==> src/include/rename_cfg.svh <==
// Rename core configuration
`ifndef RENAME_CFG_SVH
`define RENAME_CFG_SVH

////////////////////
// Register counts
////////////////////

`define ARCH_REGS  8    // Architectural registers
`define PHYS_REGS  16   // Physical registers, ARCH_REGS of them mapped at reset

////////////////////
// Queue depths
////////////////////

`define ROB_DEPTH  8    // Reorder buffer entries
`define IBUF_DEPTH 4    // Instruction buffer entries

`endif

==> src/rename_pkg.sv <==
// Rename core types
`default_nettype none

`include "rename_cfg.svh"

package rename_pkg;

    // Index types, sized from the register counts and ROB depth
    typedef logic [$clog2(`ARCH_REGS)-1:0] arch_reg_idx_t;
    typedef logic [$clog2(`PHYS_REGS)-1:0] phys_reg_idx_t;
    typedef logic [$clog2(`ROB_DEPTH)-1:0] rob_idx_t;

    // Instruction as held in the instruction buffer
    typedef struct packed {
        logic          has_dest;    // Writes a register
        arch_reg_idx_t dest_arch;   // Destination arch register
    } inst_entry_t;

    // Reorder buffer entry
    // old_phys is what dest_arch mapped to before this instruction,
    // freed once the entry retires
    typedef struct packed {
        logic          has_dest;
        arch_reg_idx_t dest_arch;
        phys_reg_idx_t new_phys;    // Tag the instruction completes on
        phys_reg_idx_t old_phys;    // Released at retire
    } rob_entry_t;

endpackage

`default_nettype wire

==> src/circ_queue.sv <==
// Circular FIFO
`default_nettype none

module circ_queue #(
    parameter int  DEPTH     = 4,
    parameter type payload_t = logic
) (
    input  wire logic                     clock,
    input  wire logic                     arst_n,

    // Push side
    input  wire logic                     push_valid,
    output logic                          push_ready,   // Not full
    input  wire payload_t                 push_data,

    // Pop side
    output logic                          pop_valid,    // Not empty
    input  wire logic                     pop_ready,
    output payload_t                      pop_data,     // Head slot, combinational

    output logic [$clog2(DEPTH)-1:0]      head_idx,     // Slot of the oldest entry
    output logic [$clog2(DEPTH)-1:0]      tail_idx      // Slot the next push lands in
);

    localparam int IDX_W = $clog2(DEPTH);
    localparam int CNT_W = $clog2(DEPTH + 1);

    payload_t         mem [DEPTH];  // Storage, no reset
    logic [IDX_W-1:0] head;
    logic [IDX_W-1:0] tail;
    logic [CNT_W-1:0] count;        // Entries held
    logic             do_push;
    logic             do_pop;

    // Wrap a pointer at DEPTH, depth need not be a power of two
    function automatic logic [IDX_W-1:0] next_idx(input logic [IDX_W-1:0] idx);
        next_idx = (idx == IDX_W'(DEPTH - 1)) ? '0 : idx + 1'b1;
    endfunction

    ////////////////////
    // Status
    ////////////////////

    assign push_ready = (count != CNT_W'(DEPTH));
    assign pop_valid  = (count != '0);
    assign do_push    = push_valid & push_ready;
    assign do_pop     = pop_valid & pop_ready;

    assign pop_data   = mem[head];  // Pop is seen in the same cycle
    assign head_idx   = head;
    assign tail_idx   = tail;

    ////////////////////
    // Pointers
    ////////////////////

    always_ff @(posedge clock or negedge arst_n) begin
        if (!arst_n) begin
            head  <= '0;
            tail  <= '0;
            count <= '0;
        end else begin
            if (do_push) tail <= next_idx(tail);
            if (do_pop)  head <= next_idx(head);
            case ({do_push, do_pop})
                2'b10:   count <= count + 1'b1;
                2'b01:   count <= count - 1'b1;
                default: count <= count;        // Both or neither
            endcase
        end
    end

    // Written entry reaches the head one cycle later at the earliest
    always_ff @(posedge clock) begin
        if (do_push) mem[tail] <= push_data;
    end

endmodule

`default_nettype wire

==> src/map_table.sv <==
// Architectural to physical map
`default_nettype none

`include "rename_cfg.svh"

module map_table (
    input  wire logic                    clock,
    input  wire logic                    arst_n,

    input  wire rename_pkg::arch_reg_idx_t read_arch,   // Also the write address
    output rename_pkg::phys_reg_idx_t      read_phys,   // Current mapping, combinational

    input  wire logic                    write_en,
    input  wire rename_pkg::phys_reg_idx_t write_phys
);

    import rename_pkg::*;

    phys_reg_idx_t map [`ARCH_REGS];    // Speculative map

    // Old mapping goes out the same cycle the new one is written
    assign read_phys = map[read_arch];

    // Identity map out of reset, arch r lives in phys r
    always_ff @(posedge clock or negedge arst_n) begin
        if (!arst_n) begin
            for (int i = 0; i < `ARCH_REGS; i++) begin
                map[i] <= phys_reg_idx_t'(i);
            end
        end else if (write_en) begin
            map[read_arch] <= write_phys;   // Rename the destination
        end
    end

endmodule

`default_nettype wire

==> src/phys_reg_status.sv <==
// Physical register free and complete lists
`default_nettype none

`include "rename_cfg.svh"

module phys_reg_status (
    input  wire logic                      clock,
    input  wire logic                      arst_n,

    // Allocation at dispatch
    input  wire logic                      alloc_en,
    output rename_pkg::phys_reg_idx_t      alloc_phys,    // Lowest free register
    output logic                           alloc_avail,   // Any register free

    // Completion from the CDB
    input  wire logic                      complete_en,
    input  wire rename_pkg::phys_reg_idx_t complete_phys,

    // Release at retire
    input  wire logic                      release_en,
    input  wire rename_pkg::phys_reg_idx_t release_phys,

    output logic [`PHYS_REGS-1:0]          complete_list
);

    import rename_pkg::*;

    logic [`PHYS_REGS-1:0] free_vec;
    logic [`PHYS_REGS-1:0] free_next;
    logic [`PHYS_REGS-1:0] complete_next;

    // Priority encoder, lowest index wins
    always_comb begin
        alloc_phys = '0;
        for (int i = `PHYS_REGS - 1; i >= 0; i--) begin
            if (free_vec[i]) alloc_phys = phys_reg_idx_t'(i);
        end
    end

    assign alloc_avail = |free_vec;

    ////////////////////
    // Next state
    ////////////////////

    always_comb begin
        free_next     = free_vec;
        complete_next = complete_list;
        if (alloc_en) begin
            free_next[alloc_phys]     = 1'b0;
            complete_next[alloc_phys] = 1'b0;   // New value not produced yet
        end
        // Tag not in flight is dropped
        if (complete_en && !free_vec[complete_phys]) complete_next[complete_phys] = 1'b1;
        if (release_en) free_next[release_phys] = 1'b1;  // Allocatable next cycle
    end

    always_ff @(posedge clock or negedge arst_n) begin
        if (!arst_n) begin
            for (int i = 0; i < `PHYS_REGS; i++) begin
                free_vec[i] <= (i >= `ARCH_REGS);   // Upper registers start free
            end
            complete_list <= '1;                    // Mapped registers hold committed values
        end else begin
            free_vec      <= free_next;
            complete_list <= complete_next;
        end
    end

endmodule

`default_nettype wire

==> src/dispatch.sv <==
// Dispatch stage
`default_nettype none

module dispatch (
    // Instruction buffer head
    input  wire logic                      ibuf_valid,
    input  wire rename_pkg::inst_entry_t   ibuf_data,
    output logic                           ibuf_ready,

    input  wire logic                      rob_ready,     // ROB not full

    // Free list and map
    input  wire logic                      alloc_avail,
    input  wire rename_pkg::phys_reg_idx_t alloc_phys,
    input  wire rename_pkg::phys_reg_idx_t old_phys,      // Current mapping of dest
    output logic                           alloc_en,
    output logic                           map_write_en,

    // ROB push
    output logic                           rob_valid,
    output rename_pkg::rob_entry_t         rob_data
);

    logic reg_ok;   // Register side can accept
    logic fire;     // Head leaves the buffer this cycle

    // Stall on a full ROB, or on a destination with no free register
    assign reg_ok     = !ibuf_data.has_dest || alloc_avail;
    assign ibuf_ready = rob_ready & reg_ok;
    assign rob_valid  = ibuf_valid & reg_ok;
    assign fire       = ibuf_valid & ibuf_ready;

    // Only instructions with a destination touch the free list and map
    assign alloc_en     = fire & ibuf_data.has_dest;
    assign map_write_en = fire & ibuf_data.has_dest;

    ////////////////////
    // ROB entry
    ////////////////////

    always_comb begin
        rob_data = '0;                              // No destination, no registers
        if (ibuf_data.has_dest) begin
            rob_data.has_dest  = 1'b1;
            rob_data.dest_arch = ibuf_data.dest_arch;
            rob_data.new_phys  = alloc_phys;
            rob_data.old_phys  = old_phys;          // Freed when this entry retires
        end
    end

endmodule

`default_nettype wire

==> src/retire.sv <==
// In-order retire
`default_nettype none

`include "rename_cfg.svh"

module retire (
    input  wire logic                      clock,
    input  wire logic                      arst_n,

    // ROB head
    input  wire logic                      rob_valid,
    input  wire rename_pkg::rob_entry_t    rob_data,
    output logic                           rob_ready,

    input  wire logic [`PHYS_REGS-1:0]     complete_list,

    // Free list release
    output logic                           release_en,
    output rename_pkg::phys_reg_idx_t      release_phys,

    // Commit report, one edge after the pop
    output logic                           commit_valid,
    output rename_pkg::arch_reg_idx_t      commit_arch_reg,
    output rename_pkg::phys_reg_idx_t      commit_phys_reg,
    output rename_pkg::phys_reg_idx_t      commit_old_phys_reg
);

    logic retiring;

    // Head may go once its value exists, or at once with no destination
    assign rob_ready = !rob_data.has_dest || complete_list[rob_data.new_phys];
    assign retiring  = rob_valid & rob_ready;

    assign release_en   = retiring & rob_data.has_dest;
    assign release_phys = rob_data.old_phys;

    always_ff @(posedge clock or negedge arst_n) begin
        if (!arst_n) commit_valid <= 1'b0;
        else         commit_valid <= retiring;
    end

    // Report payload
    always_ff @(posedge clock) begin
        if (retiring) begin
            commit_arch_reg     <= rob_data.dest_arch;
            commit_phys_reg     <= rob_data.new_phys;
            commit_old_phys_reg <= rob_data.old_phys;
        end
    end

endmodule

`default_nettype wire

==> src/rename_core.sv <==
// Register rename core
`default_nettype none

`include "rename_cfg.svh"

module rename_core (
    input  wire logic                       clock,
    input  wire logic                       arst_n,

    // Instruction input
    input  wire logic                       inst_valid,
    input  wire logic                       inst_has_dest,
    input  wire rename_pkg::arch_reg_idx_t  inst_dest_arch,
    output logic                            inst_ready,

    // Dispatch report
    output logic                            dispatch_valid,
    output rename_pkg::rob_idx_t            dispatch_rob_idx,
    output rename_pkg::phys_reg_idx_t       dispatch_phys_reg,

    // Completion, stands in for the CDB
    input  wire logic                       cdb_valid,
    input  wire rename_pkg::phys_reg_idx_t  cdb_tag,

    // Commit report
    output logic                            commit_valid,
    output rename_pkg::arch_reg_idx_t       commit_arch_reg,
    output rename_pkg::phys_reg_idx_t       commit_phys_reg,
    output rename_pkg::phys_reg_idx_t       commit_old_phys_reg
);

    import rename_pkg::*;

    inst_entry_t           ibuf_push_data;
    logic                  ibuf_pop_valid, ibuf_pop_ready;
    inst_entry_t           ibuf_pop_data;
    logic                  rob_push_valid, rob_push_ready;
    rob_entry_t            rob_push_data;
    logic                  rob_pop_valid, rob_pop_ready;
    rob_entry_t            rob_pop_data;
    phys_reg_idx_t         alloc_phys, old_phys, release_phys;
    logic                  alloc_en, alloc_avail, map_write_en, release_en;
    logic [`PHYS_REGS-1:0] complete_list;

    assign ibuf_push_data    = '{has_dest: inst_has_dest, dest_arch: inst_dest_arch};
    assign dispatch_valid    = ibuf_pop_valid & ibuf_pop_ready;    // Head dispatches this cycle
    assign dispatch_phys_reg = rob_push_data.new_phys;

    ////////////////////
    // Queues
    ////////////////////

    circ_queue #(.DEPTH(`IBUF_DEPTH), .payload_t(inst_entry_t)) i_ibuf (
        .clock, .arst_n,
        .push_valid (inst_valid),     .push_ready (inst_ready),     .push_data (ibuf_push_data),
        .pop_valid  (ibuf_pop_valid), .pop_ready  (ibuf_pop_ready), .pop_data  (ibuf_pop_data),
        .head_idx   (),               .tail_idx   ()                // Slots not needed outside
    );

    circ_queue #(.DEPTH(`ROB_DEPTH), .payload_t(rob_entry_t)) i_rob (
        .clock, .arst_n,
        .push_valid (rob_push_valid), .push_ready (rob_push_ready), .push_data (rob_push_data),
        .pop_valid  (rob_pop_valid),  .pop_ready  (rob_pop_ready),  .pop_data  (rob_pop_data),
        .head_idx   (),               .tail_idx   (dispatch_rob_idx)   // Slot being written
    );

    ////////////////////
    // Rename state
    ////////////////////

    map_table i_map_table (
        .clock, .arst_n,
        .read_arch (ibuf_pop_data.dest_arch), .read_phys (old_phys),
        .write_en  (map_write_en),            .write_phys (alloc_phys)
    );

    phys_reg_status i_phys_reg_status (
        .clock, .arst_n,
        .alloc_en, .alloc_phys, .alloc_avail,
        .complete_en (cdb_valid), .complete_phys (cdb_tag),        // CDB goes straight in
        .release_en, .release_phys, .complete_list
    );

    ////////////////////
    // Dispatch, retire
    ////////////////////

    dispatch i_dispatch (
        .ibuf_valid (ibuf_pop_valid), .ibuf_data (ibuf_pop_data), .ibuf_ready (ibuf_pop_ready),
        .rob_ready  (rob_push_ready), .alloc_avail, .alloc_phys, .old_phys,
        .alloc_en,  .map_write_en,    .rob_valid (rob_push_valid), .rob_data (rob_push_data)
    );

    retire i_retire (
        .clock, .arst_n,
        .rob_valid (rob_pop_valid), .rob_data (rob_pop_data), .rob_ready (rob_pop_ready),
        .complete_list, .release_en, .release_phys,
        .commit_valid, .commit_arch_reg, .commit_phys_reg, .commit_old_phys_reg
    );

endmodule

`default_nettype wire

==> config.mk <==
export PLATFORM = sky130hd
export DESIGN_NAME = rename_core
export DESIGN_NICKNAME = d
export VERILOG_FILES = /design/src/rename_pkg.sv /design/src/circ_queue.sv /design/src/map_table.sv /design/src/phys_reg_status.sv /design/src/dispatch.sv /design/src/retire.sv /design/src/rename_core.sv
export VERILOG_INCLUDE_DIRS = /design/src /design/src/include
export SDC_FILE = /design/constraint.sdc
export NUM_CORES = 1
export LEC_CHECK = 0
export ABC_AREA = 1
export BUFFER_PORTS_ARGS = -buffer_cell sky130_fd_sc_hd__buf_2
export CORE_MARGIN = 5
export CORE_UTILIZATION = 65
export DETAILED_ROUTE_END_ITERATION = 12
export GPL_TIMING_DRIVEN = 0
export PLACE_DENSITY = 0.92
export SLEW_MARGIN = 0
export SYNTH_ARGS = -nofsm -noshare
export SYNTH_HDL_FRONTEND = slang
export SYNTH_SLANG_ARGS = --single-unit
==> constraint.sdc <==
create_clock -name clock -period 8.7 [get_ports clock]
set_clock_uncertainty 0.05 [all_clocks]
set_input_delay 0.435 -clock clock [delete_from_list [all_inputs] [get_ports clock]]
set_output_delay 0.435 -clock clock [all_outputs]
set_load 0.1 [all_outputs]
==> impl_metrics.py <==
metrics = {
    "route": {
        "routed_wl_mm": 22.09,
        "avgViaCountPerCell": 6.005,
        "vias": 7308,
        "drc": 0,
        "drtIter0Drc": 960,
        "topRoutingLayerUsed": "met4",
        "ant_nets": 0,
        "wl_per_cell_um": 18.15,
        "first_pass_iters": 7,
        "met2_length_mm": 10.92,
        "met3WireLength_mm": 2.335,
        "met1_length_mm": 7.951,
    },
    "sta": {
        "rsz0062_at_grt": "false",
        "fin_crit_ns": 4.062,
        "tns_ns": 0,
        "hold_viol_final": 0,
        "setup_slack_ns": 4.638,
        "slew_headroom_pct": 10.54,
        "max_freq_mhz": 246.2,
        "slew_violations": 0,
        "min_period_over_period_pct": 46.69,
        "worst_slew_pin_slew_ns": 1.337,
        "setup_viol": 0,
    },
    "cts": {
        "tritoncts": "yes",
        "numCtsBuffers": 20,
        "post-cts-setup-buffers": 0,
        "clockBufferDepth": 3,
        "clkSinkCount": 205,
        "htree_levels": 1,
        "path_clk_slew_ns": 0.06,
        "cts-root-buf": "clkbuf_16",
        "clock_latency_ns": 0.50,
    },
    "critical_path": {
        "path_common_cell": "nand2_1",
        "criticalPathCategory": "reg -> reg",
        "critPathLaunchType": "register",
        "cp_max_fo": 16,
        "slowest_stage": "dfrtp_1",
        "worst_ep_required_time_ns": 9.04,
        "path_buf_inv": 4,
        "crit_chain": "buf_2, inv_2, clkbuf_2, o21ai_0, o22ai_1, nand2_1, o21ai_1, nand3_1, nand3_1, nand3_1, nand2_1, inv_2, ha_1, ha_1, nand2_1, nor2_1, a211oi_1, nor2_1, nor2_1, nand2_1, xor2_1",
        "crit_family": "simple AND/OR/NAND/NOR gates",
        "cp_data_arrival_time_ns": 4.40,
        "cp-end-kind": "register",
        "crit_path_max_incr_delay_ns": 0.37,
    },
    "global_route": {
        "grt_pass1_wl_mm": 34.90,
        "antenna_found_initial": 0,
        "overflow": 0,
        "grt_max_degree": 67,
        "grt_pass1_vias": 7177,
        "grt_usage_pct": 26.19,
    },
    "final_layout": {
        "antenna_cells": 0,
        "final_cell_mix": "nand2_1 (242), edfxtp_1 (123), nor2_1 (112)",
        "seqCellArea_um2": 5791,
        "largest_reg_flops": 96,
        "top_regs": "i_rob.mem x96, i_map_table.map x32",
        "syn_to_final_growth_pct": 11.31,
        "layout.cells.non_filler": 1217,
        "multi_input_area_um2": 3053,
        "final_common_cell": "nand2_1",
        "nFillCells": 926,
        "regMostFlops": "i_rob.mem",
        "drive_gt1_share_pct": 16.84,
        "nets": 1046,
        "post-route-util_pct": 73.08,
    },
    "place": {
        "placed_cells": 1179,
        "place_hpwl_mm": 14.11,
        "place.gp.congestion": 0.9168,
        "pre_cts_slack_ns": 4.893,
        "portBuffers": 32,
    },
    "worst_hold_path": {
        "hp-class": "in -> reg",
    },
    "floorplan": {
        "dieHeight_um": 130.5,
        "initial_utilization_pct": 65.65,
        "row_count": 44,
        "io_pins": 33,
        "die-area_um2": 17020,
        "die_w_um": 130.5,
        "coreArea_um2": 14370,
    },
    "logic_synthesis": {
        "syn_nets": 989,
        "netlist_area_um2": 9433,
        "synth.avg_cell_area_um2": 9.805,
        "seq_area_frac_synth_pct": 61.39,
        "ys.flop_type": "edfxtp_1",
        "ys_async_sr_fraction_pct": 40.00,
        "synth_edf_count": 123,
        "ys_warn_count": 0,
        "synth_seq_cells": 205,
        "postSynthCellCount": 962,
        "synth_cell_types": 46,
    },
    "outcome": {
        "status": "complete, no violations",
    },
    "flow_run": {
        "drv_cap": 0,
    },
}
[path summary, 6_finish.rpt]
| path | slack (ns) | startpoint | to | cells after the start |
|---|---|---|---|---|
| setup / recovery | 4.64 | i_rob.head_idx[1]$_DFFE_PN0P_ | i_rob.count[3]$_DFFE_PN0P_ | 21 |
| hold / removal | 0.07 | cdb_tag[2] | i_phys_reg_status.complete_list[2]$_DFF_PN1_ | 2 |
| setup reg to reg | 4.64 | i_rob.head_idx[1]$_DFFE_PN0P_ | i_rob.count[3]$_DFFE_PN0P_ | 21 |
| hold reg to reg | 0.42 | i_map_table.map[15]$_DFFE_PN0P_ | i_map_table.map[15]$_DFFE_PN0P_ | 2 |
| max in group asynchronous | 7.65 | arst_n | i_map_table.map[17]$_DFFE_PN1P_ | 3 |
| min in group asynchronous | 0.30 | arst_n | i_retire.commit_valid$_DFF_PN0_ | 2 |
[area by class of cell]
type | instances | area share [%]
Sequential cell | 205 | 55.15
Multi-Input combinational cell | 625 | 29.08
Clock buffer | 31 | 5.541
Inverter | 103 | 3.777
Tap cell | 184 | 2.193
Timing Repair Buffer | 35 | 2.014
Buffer | 29 | 1.918
Clock inverter | 5 | 0.3337
[layer usage]
metal  global-route usage (%)  vias to the layer above
met5                        0                        -
met4                    11.80                        0
met3                    4.797                       80
met2                    45.23                      498
met1                    32.41                     3395
li1                         -                     3335
[synthesized netlist by cell type, drive strengths merged (2+ instances only)]
library cell | instances | share of area [%]
nand3 | 54 | 3.1
dfrtp | 46 | 12
buf | 24 | 1.9
nand4 | 11 | 0.73
nor4 | 3 | 0.20
inv | 103 | 4.2
nand3b | 7 | 0.56
or2 | 7 | 0.46
ha | 13 | 1.7
edfxtp | 123 | 39
o2111ai | 2 | 0.19
clkbuf | 5 | 0.23
nor3 | 10 | 0.70
o22ai | 25 | 1.7
o31ai | 2 | 0.16
nor2 | 124 | 5.4
fa | 2 | 0.42
a31oi | 5 | 0.33
o221ai | 4 | 0.37
xor2 | 2 | 0.19
nand2 | 246 | 9.9
o21ai | 96 | 5.3
dfstp | 36 | 10
xnor2 | 3 | 0.28
a21oi | 4 | 0.21
o21a | 2 | 0.16
[repair_timing]
action	CTS	global route
hold buffers	1	0
resized for setup	0	0
endpoints found under the hold margin	4	0
[per-stage QoR]
step	area (µm²)	hold WS, ns
6_report	10500	0.07232
5_1_grt	10500	0.07511
4_1_cts	10480	0.07251
3_5_place_dp	9853	0.2840
3_3_place_gp	9823	0.3966
2_1_floorplan	9433	0.08941
[cells by family after synthesis]
family	Yosys count	synth area share, %
AOI/OAI and AO/OA	142	8.502
xor gates and xnor gates	5	0.4643
DFF	205	61.39
buffers and inverters	132	6.340
adders and majority gates	15	2.149
and+or+nand+nor	463	21.16
Power is left out: the tool's default activity adds up to more than one toggle a clock period on the data nets, which glitch-free logic cannot reach.
